### src/lane_cfg.svh
// ----------------------------------------------------------
// Build-time sizes for one graph lane
// Included by the package, the RTL and the testbench
// Engine count, field widths and wait limits live here
// ----------------------------------------------------------
`ifndef LANE_CFG_SVH
`define LANE_CFG_SVH

// Number of chained engines in the lane
`define LANE_NUM_ENGINES 4

// Packet key and value widths
`define LANE_KEY_W 16
`define LANE_DATA_W 32

// Wishbone word address and byte select widths
`define LANE_ADDR_W 32
`define LANE_SEL_W 4

// Descriptor packet count and engine index widths
`define LANE_COUNT_W 16
`define LANE_ENGINE_ID_W 2

// Default wait limits in cycles, for one handshake and for a whole run
`define LANE_STEP_TIMEOUT 200
`define LANE_RUN_TIMEOUT 20000

`endif

### src/lane_pkg.sv
// ----------------------------------------------------------
// Shared types of the graph lane
// Opcodes, engine states and the packed structs that carry
// the descriptor, the lane stream and the memory traffic
// ----------------------------------------------------------
`default_nettype none

`include "lane_cfg.svh"

package lane_pkg;

    // Combine operation applied by every engine
    typedef enum logic [1:0] {
        LANE_OP_PASS = 2'd0,
        LANE_OP_ADD  = 2'd1,
        LANE_OP_XOR  = 2'd2,
        LANE_OP_MAX  = 2'd3
    } lane_op_e;

    // Per-engine packet FSM
    typedef enum logic [1:0] {
        ENGINE_IDLE = 2'd0,
        ENGINE_READ = 2'd1,
        ENGINE_WAIT = 2'd2,
        ENGINE_SEND = 2'd3
    } engine_state_e;

    // Kernel setup, one-cycle valid pulse
    typedef struct packed {
        logic                      valid;
        logic [`LANE_ADDR_W-1:0]   base_address;
        lane_op_e                  opcode;
        logic [`LANE_COUNT_W-1:0]  packet_count;
    } kernel_descriptor_t;

    // Lane stream payload, ready travels on its own wire
    typedef struct packed {
        logic                    valid;
        logic [`LANE_KEY_W-1:0]  key;
        logic [`LANE_DATA_W-1:0] value;
    } engine_packet_t;

    // Engine read request, held until its response
    typedef struct packed {
        logic                    valid;
        logic [`LANE_ADDR_W-1:0] address;
    } memory_request_t;

    // Read data steered back to one engine
    typedef struct packed {
        logic                    valid;
        logic [`LANE_DATA_W-1:0] data;
    } memory_response_t;

endpackage : lane_pkg

`default_nettype wire

### src/lane_engine.sv
// ----------------------------------------------------------
// One graph engine of the lane
// Takes a packet, reads the word at base + key + ENGINE_ID,
// folds it into the value with the descriptor opcode and
// hands the packet on. Holds a single packet at a time
// ----------------------------------------------------------
`default_nettype none

`include "lane_cfg.svh"

module lane_engine #(
    parameter logic [`LANE_ENGINE_ID_W-1:0] ENGINE_ID = '0
) (
    input  logic                         ap_clk,
    input  logic                         areset_lane_template,
    input  lane_pkg::kernel_descriptor_t descriptor_i,
    input  lane_pkg::engine_packet_t     packet_i,
    output logic                         packet_ready_o,
    output lane_pkg::engine_packet_t     packet_o,
    input  logic                         packet_ready_i,
    output lane_pkg::memory_request_t    mem_request_o,
    input  lane_pkg::memory_response_t   mem_response_i,
    output logic                         idle_o
);

    localparam int KEY_W  = `LANE_KEY_W;
    localparam int DATA_W = `LANE_DATA_W;
    localparam int ADDR_W = `LANE_ADDR_W;

    // ----------------------------------------------------------
    // State and registers
    // ----------------------------------------------------------
    lane_pkg::engine_state_e state_q;

    // Kernel setup, loaded from the broadcast descriptor
    lane_pkg::lane_op_e      op_q;
    logic [ADDR_W-1:0]       base_q;

    // Packet in flight and its read address
    logic [KEY_W-1:0]        key_q;
    logic [DATA_W-1:0]       value_q;
    logic [ADDR_W-1:0]       addr_q;

    logic                    take;
    logic                    reading;
    logic                    rsp_hit;

    // Combine step, add and xor wrap at DATA_W, max is unsigned
    function automatic logic [DATA_W-1:0] fold_word(
        input lane_pkg::lane_op_e op,
        input logic [DATA_W-1:0]  acc,
        input logic [DATA_W-1:0]  word
    );
        case (op)
            lane_pkg::LANE_OP_ADD: fold_word = acc + word;
            lane_pkg::LANE_OP_XOR: fold_word = acc ^ word;
            lane_pkg::LANE_OP_MAX: fold_word = (word > acc) ? word : acc;
            default:               fold_word = acc;
        endcase
    endfunction

    // Accept only from IDLE
    assign take    = packet_i.valid & packet_ready_o;
    // Request stays up through READ and WAIT
    assign reading = (state_q == lane_pkg::ENGINE_READ) | (state_q == lane_pkg::ENGINE_WAIT);
    assign rsp_hit = reading & mem_response_i.valid;

    // ----------------------------------------------------------
    // Descriptor latch
    // ----------------------------------------------------------
    always_ff @(posedge ap_clk) begin
        if (descriptor_i.valid) begin
            op_q   <= descriptor_i.opcode;
            base_q <= descriptor_i.base_address;
        end
    end

    // ----------------------------------------------------------
    // Packet FSM
    // ----------------------------------------------------------
    always_ff @(posedge ap_clk) begin
        if (areset_lane_template) begin
            state_q <= lane_pkg::ENGINE_IDLE;
        end else begin
            case (state_q)
                lane_pkg::ENGINE_IDLE: begin
                    // Pass skips memory, result is ready next cycle
                    if (take) begin
                        if (op_q == lane_pkg::LANE_OP_PASS) begin
                            state_q <= lane_pkg::ENGINE_SEND;
                        end else begin
                            state_q <= lane_pkg::ENGINE_READ;
                        end
                    end
                end
                lane_pkg::ENGINE_READ, lane_pkg::ENGINE_WAIT: begin
                    if (mem_response_i.valid) begin
                        state_q <= lane_pkg::ENGINE_SEND;
                    end else begin
                        state_q <= lane_pkg::ENGINE_WAIT;
                    end
                end
                lane_pkg::ENGINE_SEND: begin
                    // Hold the packet until downstream takes it
                    if (packet_ready_i) begin
                        state_q <= lane_pkg::ENGINE_IDLE;
                    end
                end
                default: state_q <= lane_pkg::ENGINE_IDLE;
            endcase
        end
    end

    // Payload capture and fold
    always_ff @(posedge ap_clk) begin
        if (take) begin
            key_q   <= packet_i.key;
            value_q <= packet_i.value;
            addr_q  <= base_q + ADDR_W'(packet_i.key) + ADDR_W'(ENGINE_ID);
        end else if (rsp_hit) begin
            value_q <= fold_word(op_q, value_q, mem_response_i.data);
        end
    end

    // ----------------------------------------------------------
    // Outputs
    // ----------------------------------------------------------
    assign packet_ready_o = (state_q == lane_pkg::ENGINE_IDLE);
    assign idle_o         = (state_q == lane_pkg::ENGINE_IDLE);

    always_comb begin
        packet_o.valid        = (state_q == lane_pkg::ENGINE_SEND);
        packet_o.key          = key_q;
        packet_o.value        = value_q;
        mem_request_o.valid   = reading;
        mem_request_o.address = addr_q;
    end

endmodule : lane_engine

`default_nettype wire

### config.mk
export PLATFORM = sky130hd
export DESIGN_NAME = lane_engine
export DESIGN_NICKNAME = d
export VERILOG_FILES = /design/src/lane_pkg.sv /design/src/lane_engine.sv
export VERILOG_INCLUDE_DIRS = /design/src /design/src/src
export SDC_FILE = /design/constraint.sdc
export NUM_CORES = 1
export LEC_CHECK = 0
export ABC_AREA = 1
export BUFFER_PORTS_ARGS = -buffer_cell sky130_fd_sc_hd__buf_2
export CAP_MARGIN = 0
export CORE_ASPECT_RATIO = 0.5
export CORE_MARGIN = 4
export CORE_UTILIZATION = 50
export CTS_CLUSTER_DIAMETER = 150
export CTS_CLUSTER_SIZE = 12
export DETAILED_ROUTE_END_ITERATION = 8
export GPL_TIMING_DRIVEN = 0
export PLACE_DENSITY = 0.78
export SLEW_MARGIN = 20
export SYNTH_ARGS = -nofsm -noshare
export SYNTH_HDL_FRONTEND = slang
export SYNTH_SLANG_ARGS = --single-unit
### constraint.sdc
create_clock -name ap_clk -period 2.7 [get_ports ap_clk]
set_input_delay 0.54 -clock ap_clk [delete_from_list [all_inputs] [get_ports ap_clk]]
set_output_delay 0.54 -clock ap_clk [all_outputs]
set_load 0.1 [all_outputs]
After elaboration in Yosys (flattened, before gate mapping)
Cells that the tools add are included.
Widths: inputs -> output; s select.
{ "word_totals": {"in_bits": 136, "out_inout_bits": 84, "wordCells": 38, "reg_bits": 116} }
{ "op_classes": {"eq_ne": 9, "reduce_logical": 7, "add_sub_neg": 2, "muxes": 9, "n_bitwise": 4, "order_cmp": 1} }
{ "op_table": {"columns": ["op", "count"], "rows": [
  ["$mux 32", 3],
  ["$pmux 32 s3", 1],
  ["$add 32x16->32", 1],
  ["$add 32x32->32", 1],
  ["$gt 32x32->1", 1],
  ["$xor 32x32->32", 1],
  ["$eq 2x2->1 const B", 4],
  ["$mux 2", 3],
  ["$pmux 2 s3", 1],
  ["$eq 2x1->1 const B", 2],
  ["$logic_not 2->1", 2],
  ["$ne 2x1->1 const B", 2],
  ["$reduce_bool 4->1", 1],
  ["$ne 3x3->1 const B", 1],
  ["$reduce_and 3->1", 1],
  ["$and 1x1->1", 2],
  ["$reduce_and 2->1", 1],
  ["$reduce_bool 2->1", 1],
  ["$reduce_or 2->1", 1],
  ["$mux 1", 1],
  ["$or 1x1->1", 1]
]} }

Depth between registers and ports, before layout
Gate-level depths: netlist (run 1).
{ "depth": {"word_depth": 5, "depth_mapped": 16, "ltp_nobuf": 16} }

Worst setup path before layout (run 1)
OpenSTA, ideal clock, no wires.
{ "synth_timing": {"path_type": "reg2reg", "start": "reg state_q[0]", "end": "reg value_q[26] (data pin)", "required_ps": 2553, "setup_slack_ps": -1094, "synth_period_minus_slack_ps": 3794, "arrival_ps": 3647, "n_path_buf": 1, "setup_time_ps": 147, "stages_incl_launch_ff": 8, "cell_sequence": "dfxtp_1 inv_1 ha_1 nand2_1 inv_1 clkbuf_1 a221oi_1 a21oi_2"} }
{ "synth_between": {"elab_chain_cells": 3} }
{ "synth_lines": {"columns": ["item", "line", "text"], "rows": [
  ["start, declared", "lane_engine.sv:33", "lane_pkg::engine_state_e state_q;"],
  ["start signal, assigned", "lane_engine.sv:83", "state_q <= lane_pkg::ENGINE_IDLE;"],
  ["start signal, assigned", "lane_engine.sv:90", "state_q <= lane_pkg::ENGINE_SEND;"],
  ["start signal, assigned", "lane_engine.sv:92", "state_q <= lane_pkg::ENGINE_READ;"],
  ["$logic_not 2->1", null, null],
  ["named net idle_o", "lane_engine.sv:23", "output logic idle_o"],
  ["$and 1x1->1", "lane_engine.sv:63", "assign take = packet_i.valid & packet_ready_o;"],
  ["named net take", "lane_engine.sv:44", "logic take;"],
  ["$mux 32", "lane_engine.sv:116", "if (take) begin"],
  ["end signal, assigned", "lane_engine.sv:118", "value_q <= packet_i.value;"],
  ["end signal, assigned", "lane_engine.sv:121", "value_q <= fold_word(op_q, value_q, mem_response_i.data);"],
  ["end, declared", "lane_engine.sv:41", "logic [DATA_W-1:0] value_q;"]
]} }
The timed path passes the listed nets, and every way through them passes these cells.
A chain may end at the register's enable or synchronous reset.

Final worst setup path (run 1)
{ "layout_timing": {"start": "reg op_q[1]", "end": "reg value_q[1] (enable)"} }
{ "layout_between": {"elab_chain_cells": 3, "elab_cells_between_ends": 6, "classes_between": "eq/ne (4); reduce/logical (2)"} }
{ "layout_lines": {"columns": ["item", "line", "text"], "rows": [
  ["start, declared", "lane_engine.sv:36", "lane_pkg::lane_op_e op_q;"],
  ["start signal, assigned", "lane_engine.sv:73", "op_q <= descriptor_i.opcode;"],
  ["$eq 2x2->1 or $eq 2x1->1 (tied branches)", "lane_engine.sv:54", "case (op)"],
  ["$ne 3x3->1 (no source line) or $reduce_bool 4->1 (tied branches)", null, null],
  ["$reduce_and 3->1 (no source line) *", null, null]
]} }
Mark *: on every way between the ends. The rest lies on a longest branch, timed or not.

==> results of run 1 <==
-- registers in the layout, summed over array words and instances (netlist names) --
signal   flops
value_q     32
key_q       16
op_q         2
state_q      2
addr_q      32
base_q      32
-- power breakdown --
group	total (mW)	internal, mW	leakage, nW	switching (mW)
sequential	3.05	2.75	1.11	0.295
clock	2.22	1.28	0.266	0.940
combinational	9.32	2.11	4.09	7.22
total	14.6	6.14	5.46	8.45
-- cell type report --
class	count	area, sq um	area share [%]
clock buffers	18	429.2	3.888
clock inverters	14	127.6	1.156
inverters	214	803.3	7.276
well taps	234	292.8	2.652
plain buffers	20	106.4	0.9634
repair buffers	203	1016	9.203
flip-flops and latches	116	3463	31.37
multi-input cells	815	4801	43.49
-- what timing repair did --
item | 4_1_cts | 5_1_grt
endpoints found under the setup margin | 0 | 32
endpoints found under the hold margin | 0 | 0
gates resized for setup | 0 | 3
buffers inserted | 0 | 0
-- path summary, 6_finish.rpt --
kind / cells after the start / end / slack (ps)
max: 7 / value_q[1] / 80
max reg2reg: 7 / value_q[1] / 80
min: 1 / base_q[26] / 300
min reg2reg: 1 / addr_q[0] / 550
-- kinds of logic after synthesis --
kind of cell | synth area share (%)
AND/OR/NAND/NOR | 25.15
buffers and inverters | 9.997
AO/OA/AOI/OAI | 11.75
flip-flops | 38.22
adder cells (fa/ha/maj) | 12.18
XOR/XNOR | 2.706
-- critical path, delay by kind of cell, from the launching register on --
family	cells	cell delay [ps]
flip-flops	1	380
AND/OR/NAND/NOR	4	650
buffers and inverters	2	1090
adder cells (fa/ha/maj)	1	170
-- per-layer routing --
metal	vias up	share of wire [%]	GRT usage, %
li1	4281	-	-
met1	4041	47	38.80
met2	253	46	44.71
met3	35	5.0	3.851
met4	0	1.5	6.769
met5	-	0	0
-- layout by cell type (no fill, tap or decap), types with 6 or more instances in the layout --
cell | netlist | final
clkbuf_1 | 13 | 13
nand3_1 | 66 | 66
a22oi_1 | 10 | 10
nor3_1 | 15 | 15
a221oi_1 | 19 | 19
a31oi_1 | 14 | 14
nand2_2 | 10 | 10
nor2_1 | 111 | 111
a21oi_2 | 8 | 8
nand4_1 | 21 | 21
inv_1 | 202 | 196
o21ai_1 | 6 | 6
clkbuf_16 | 0 | 17
nor2_2 | 10 | 10
o21ai_0 | 19 | 19
edfxtp_1 | 114 | 114
nand2_1 | 286 | 284
buf_2 | 1 | 204
xor2_1 | 23 | 23
a21oi_1 | 61 | 61
ha_1 | 85 | 79
inv_2 | 10 | 16
o21bai_1 | 10 | 10
-- through the flow --
stage,instances,setup slack (ps)
floorplan,1164,9.823
global placement,1601,-118.4
detailed placement,1601,-94.46
CTS,1633,97.48
global route,1634,43.83
finish,1634,79.64
==> metrics.csv, run 1 <==
metric,value,unit
status,finished clean,
die width,198.4,microns
Max-Cap Viols,0,
Tightest Pin Transition,1010,ps
GPL Wtd Cong,0.9391,
top post-synthesis cells by area,"edfxtp_1, nand2_1, ha_1",
CTS max path bufs,2,
Area after DPL,10460,sq um
Rows,34,
total negative slack,0,ps
core area,17570,sq um
end-of-flow core utilization,62.83,%
first-pass GRT wire length,43920,microns
Avg Inst Size Synth,7.785,sq um
Post-synth top flop,edfxtp_1,
ys async rst share,0,%
TritonCTS clock tree,yes,
clock slew at reported path FFs,60,ps
worst hold path type,primary input to flip-flop,
Cell Pwr Density,1322,nW/um^2
clock skew,11.36,ps
CP Launch Type,flip-flop,
commonest cells in the netlist,"nand2_1, inv_1, edfxtp_1",
die area,20470,sq um
Static Leak,5.459,nW
Skew-Pair Late Insertion Delay,410,ps
Final Max Slew Viols,0,
Post-synth EDFFs,114,
"Power, Total",14.59,mW
Yosys top cell area share,37.78,%
CTS Hold Bufs,0,
critical path launch point,op_q[1],
Max-slew headroom,32.69,%
Ports,220,
Yosys reg bits,116,
port bufs,203,
total track usage,27.28,%
final hold slack,295.7,ps
Tcrit/Tclk final,97.05,%
Via density,5.269,
hold path startpoint,descriptor_i[44],
synthesis warning total,0,
"Largest stage delay, worst path",550,ps
vias post-DR,8610,
Fillers,1582,
GRT Residual Overflow,0,
Post-Syn Nets,1387,
critical path class,flip-flop to flip-flop,
Initial DRC Count,573,
Detailed Routing Iterations Pass 1,6,
WL final,28130,microns
library cells used by synthesis,45,
Mapped Cells,1164,
initial antenna violation count,0,
number of global-route vias before repair,8496,
"critical path, cell by cell","ha_1, clkbuf_1, buf_1, nor2_1, nor2_1, nand2_4, nand2_8",
maximum VDD drop,0.6835,mV
design area,11040,sq um
WP data arrival,2710,ps
"Setup violations, final",0,
Critical R2R Launch,op_q[1],
most frequent cell after synthesis,nand2_1,
RSZ-0062 raised after global routing,no,
worst endpoint required time,2790,ps
Detail Route Antenna Nets,0,
top achievable clock speed,381.6,MHz
die height,103.2,microns
Mapped Area,9061,sq um
largest net degree at the start of global routing,58,
wire per inst,17.22,microns
worst-path maximum fanout,16,
diode count,0,
Final min period,2620,ps
CTS H-tree lvls,4,
"most used cell, CP",nor2_1,
CTS Sinks,116,
Hold Fails Final Rpt,0,
layout net count,1610,
"slowest stage cell, crit path",buf_1,
DP Wirelength,22060,microns
"Seq/Total Area, Yosys",38.22,%
endpoint class of the critical path,flip-flop,
layout cells sized above 1,22.00,%
drc violations,0,
Syn-to-layout area delta,21.83,%
largest area contributor in the netlist,edfxtp_1,
Starting Density,51.57,%
CTS Root Cell,clkbuf_16,
CTS buffer count,17,
(Power assumes the default switching activity.)
==> inputs of run 2 (changes only) <==
--- a/config.mk
+++ b/config.mk
@@ -16,7 +16,7 @@
 export CTS_CLUSTER_SIZE = 12
 export DETAILED_ROUTE_END_ITERATION = 8
 export GPL_TIMING_DRIVEN = 0
-export PLACE_DENSITY = 0.78
+export PLACE_DENSITY = 0.86
 export SLEW_MARGIN = 20
 export SYNTH_ARGS = -nofsm -noshare
 export SYNTH_HDL_FRONTEND = slang
==> metrics.csv, run 2 (synthesis results as in run 1) <==
metric,value,unit
status,finished clean,
Initial DRC Count,840,
diode count,0,
Tcrit/Tclk final,94.33,%
Max-slew headroom,34.75,%
largest net degree at the start of global routing,58,
CP Launch Type,flip-flop,
Cell Pwr Density,1317,nW/um^2
worst endpoint required time,2810,ps
CTS buffer count,17,
Ports,220,
total track usage,26.41,%
DP Wirelength,21640,microns
Detail Route met2 WL,12830,microns
met3 WL,1551,microns
cts repair resizes,0,
initial antenna violation count,0,
"slowest stage cell, crit path",ha_1,
total negative slack,0,ps
setup ws final,153.1,ps
top achievable clock speed,392.6,MHz
worst hold path type,primary input to flip-flop,
most frequent cells in the layout,"nand2_1, buf_2, inv_1",
post-CTS setup buffer count,0,
critical path class,flip-flop to flip-flop,
maximum VDD drop,0.8814,mV
endpoint class of the critical path,flip-flop,
highest metal used,met4,
critical path launch point,value_q[25],
Tightest Pin Transition,978.8,ps
Skew-Pair Late Insertion Delay,430,ps
RSZ-0062 raised after global routing,no,
"most used cell, CP",nand2_1,
clock slew at reported path FFs,60,ps
WL final,27380,microns
CTS Root Cell,clkbuf_16,
port bufs,203,
Static Leak,5.451,nW
first-pass GRT wire length,42680,microns
wire per inst,16.76,microns
WP data arrival,2660,ps
"critical path, cell by cell","inv_1, ha_1, inv_1, nor3_1, nand2_1, nor2_1, nand4_1, nand2_1, nand2_1, nand2_2, nand2_8",
Rows,34,
die area,20470,sq um
R2R depth,11,
die height,103.2,microns
"Largest stage delay, worst path",400,ps
CTS Sinks,116,
Via density,5.353,
final hold slack,290.5,ps
reg2reg setup slack,150,ps
layout cells sized above 1,22.07,%
WHS Path Cells,1,
"Setup violations, final",0,
worst-path maximum fanout,16,
number of global-route vias before repair,8373,
vias post-DR,8747,
met1 WL,12350,microns
drc violations,0,
design area,11040,sq um
Area after DPL,10460,sq um
clock skew,13.26,ps
"Power, Total",14.54,mW
Place WS,-146.1,ps
Final min period,2547,ps
Largest regs,"addr_q x32, base_q x32, value_q x32",
Detail Route Antenna Nets,0,
Critical R2R Launch,value_q[25],
Buf/Inv on CP,2,
GRT Residual Overflow,0,
Max-Cap Viols,0,
CTS H-tree lvls,4,
Detailed Routing Iterations Pass 1,5,
CTS max path bufs,2,
Hold Fails Final Rpt,0,
GPL Wtd Cong,0.9720,
Final Max Slew Viols,0,
Starting Density,51.57,%
Syn-to-layout area delta,21.79,%
hold path startpoint,descriptor_i[41],
FF-to-FF End,value_q[13],
core area,17570,sq um
die width,198.4,microns
Hold Path Sink,base_q[23],
Top Family by Delay on Critical Path,simple AND/OR/NAND/NOR gates,
CTS Hold Bufs,0,
"most common cell after layout, fill and taps aside",nand2_1,
TritonCTS clock tree,yes,
Fillers,1560,
layout net count,1610,
## run 2: cell types whose count changed in the layout (fill, tap and decap cells not counted)
cell	previous run	this run
ha_2	1	2
clkinvlp_4	3	4
nand2_4	2	1
ha_1	79	78
clkinv_4	2	1
nand2_2	10	11
## run 2: layer usage
metal	GRT usage [%]	up-vias
li1	-	4290
met1	36.11	4094
met2	44.24	311
met3	3.948	52
met4	7.985	0
met5	0	-
## run 2: worst max-delay path by stage
stage | to | cells past startpoint
after floorplan | value_q[0] | 12
after global placement | value_q[26] | 6
after detailed placement | value_q[15] | 11
after CTS | value_q[16] | 11
after global routing | value_q[13] | 12
final | value_q[13] | 11
## run 2: area by class of cell
cell class                      instances  area, sq um  area share, %
Clock inverter                         14        126.4          1.145
Sequential cell                       116         3463          31.38
Multi-Input combinational cell        815         4798          43.48
Inverter                              214        803.3          7.279
Tap cell                              234        292.8          2.653
Buffer                                 20        106.4         0.9637
Clock buffer                           18        429.2          3.889
Timing Repair Buffer                  203         1016          9.206
## run 2: power by group
part | total (mW) | internal [mW] | switching, mW
registers | 3.05 | 2.75 | 0.300
logic | 9.28 | 2.11 | 7.18
clock network | 2.20 | 1.27 | 0.927
## run 2: metrics by stage
stage	utilization (%)	instances
floorplan	-	1164
global placement	59.49	1601
detailed placement	59.51	1601
CTS	62.67	1633
global route	62.81	1634
finish	62.81	1634
==> inputs of run 3 (changes only) <==
--- a/config.mk
+++ b/config.mk
@@ -11,12 +11,12 @@
 export CAP_MARGIN = 0
 export CORE_ASPECT_RATIO = 0.5
 export CORE_MARGIN = 4
-export CORE_UTILIZATION = 50
+export CORE_UTILIZATION = 53
 export CTS_CLUSTER_DIAMETER = 150
 export CTS_CLUSTER_SIZE = 12
 export DETAILED_ROUTE_END_ITERATION = 8
 export GPL_TIMING_DRIVEN = 0
-export PLACE_DENSITY = 0.86
+export PLACE_DENSITY = 0.87
 export SLEW_MARGIN = 20
 export SYNTH_ARGS = -nofsm -noshare
 export SYNTH_HDL_FRONTEND = slang
==> constraint.sdc (replaced) <==
create_clock -name ap_clk -period 2.8 [get_ports ap_clk]
set_input_delay 0.56 -clock ap_clk [delete_from_list [all_inputs] [get_ports ap_clk]]
set_output_delay 0.56 -clock ap_clk [all_outputs]
set_load 0.1 [all_outputs]
==> metrics.csv, run 3 (synthesis results as in run 1) <==
metric,value,unit
status,finished clean,
endpoint class of the critical path,flip-flop,
final hold slack,316.1,ps
die width,192.9,microns
# placed instances,1594,
Tcrit/Tclk final,93.32,%
global route hottest layer,met2,
CTS buffer count,17,
wire per inst,16.79,microns
layout net count,1610,
first-pass GRT wire length,43360,microns
WP data arrival,2720,ps
Hold Fails Final Rpt,0,
CTS Sinks,116,
"Setup violations, final",0,
reg2reg setup slack,190,ps
Critical R2R Launch,value_q[29],
clock skew,12.66,ps
post-CTS setup buffer count,0,
"critical path, cell by cell","inv_1, ha_1, inv_1, nor3_1, nand2_1, nor2_1, nand4_1, nand2_1, nand2_1, nand2_2, nand2_8",
"most used cell, CP",nand2_1,
die area,19380,sq um
CTS max path bufs,2,
Max-Cap Viols,0,
Ports,220,
TritonCTS clock tree,yes,
die height,100.5,microns
CTS Root Cell,clkbuf_16,
worst hold path type,primary input to flip-flop,
Via density,5.387,
"slowest stage cell, crit path",edfxtp_1,
CTS Hold Bufs,0,
Detailed Routing Iterations Pass 1,6,
Setup crit end,value_q[31],
Rows,33,
cts repair resizes,0,
Syn-to-layout area delta,21.20,%
largest net degree at the start of global routing,58,
DP Wirelength,21520,microns
GPL Wtd Cong,0.9721,
"most common cell after layout, fill and taps aside",nand2_1,
WL final,27340,microns
FF-to-FF End,value_q[31],
most frequent cells in the layout,"nand2_1, buf_2, inv_1",
worst-path maximum fanout,16,
Initial DRC Count,722,
core area,16560,sq um
"Power, Total",14.03,mW
Final min period,2613,ps
Static Leak,5.476,nW
Non-Filler Instances,1628,
critical path class,flip-flop to flip-flop,
Cell Pwr Density,1278,nW/um^2
clock slew at reported path FFs,70,ps
RSZ-0062 raised after global routing,no,
Largest regs,"addr_q x32, base_q x32, value_q x32",
vias post-DR,8770,
port bufs,203,
total track usage,28.23,%
Tightest Pin Transition,993.9,ps
Place WS,-30.86,ps
GR Util met3,4.394,%
Starting Density,54.73,%
Skew-Pair Late Insertion Delay,420,ps
critical path launch point,value_q[29],
CTS H-tree lvls,4,
initial antenna violation count,1,
Max-slew headroom,33.74,%
"Largest stage delay, worst path",420,ps
layout cells sized above 1,21.36,%
drc violations,0,
setup ws final,186.9,ps
Area after DPL,10380,sq um
grt met2 use,47.34,%
GRT Residual Overflow,0,
Detail Route Antenna Nets,0,
R2R depth,11,
design area,10980,sq um
top achievable clock speed,382.7,MHz
number of global-route vias before repair,8547,
worst endpoint required time,2900,ps
Final Max Slew Viols,0,
met1 usage,38.30,%
Fillers,1476,
maximum VDD drop,0.7419,mV
CP Launch Type,flip-flop,
==> run 3: cell types whose count changed in the layout (fill, tap and decap cells not counted), sizes merged <==
cell and delta:
clkbuf -1, inv +1, clkinvlp -2, diode +1
clkinv +2
==> run 3: per-layer routing <==
layer  vias up  share of wire [%]
met1      4052                 43
met2       358                 47
met5         -                  0
li1       4298                  -
met4         0                2.3
met3        62                7.1
==> run 3: through the flow <==
step / utilization (%) / TNS (ps)
finish: 66.33 / 0
floorplan: - / 0
CTS: 66.18 / 0
global placement: 62.70 / -66.03
global route: 66.33 / 0
detailed placement: 62.71 / -860.6
==> run 3: worst min-delay path by stage <==
stage | end | depth (start not counted) | slack [ps] | startpoint
floorplan | state_q[1] | 2 | 490 | state_q[1]
global placement | state_q[1] | 2 | 510 | state_q[1]
detailed placement | state_q[0] | 2 | 530 | state_q[0]
CTS | base_q[6] | 1 | 310 | descriptor_i[24]
global route | base_q[31] | 1 | 300 | descriptor_i[49]
finish | base_q[8] | 1 | 320 | descriptor_i[26]
==> run 3: cell type report <==
type                       instances  area, sq um  share of cell area (%)
tap                              227        284.0                   2.586
inverter                         214        803.3                   7.315
timing repair buffer             203         1016                   9.251
antenna                            1        2.502                 0.02279
clock inverter                    15        147.6                   1.344
sequential                       116         3463                   31.54
clock buffer                      17        425.4                   3.874
buffer                            20        106.4                  0.9684
multi-input combinational        815         4733                   43.10
==> run 3: worst max-delay path, delay by kind of cell, from the launching register on <==
| family | cells | cell delay, ps |
|---|---|---|
| buffers and inverters | 2 | 180 |
| AND/OR/NAND/NOR | 8 | 1280 |
| adder cells (fa/ha/maj) | 1 | 410 |
| flip-flops | 1 | 420 |
==> run 3: power breakdown <==
part | internal [mW] | switching [mW]
clock | 1.25 | 0.932
combinational | 1.98 | 6.93
sequential | 2.66 | 0.294
total | 5.88 | 8.16
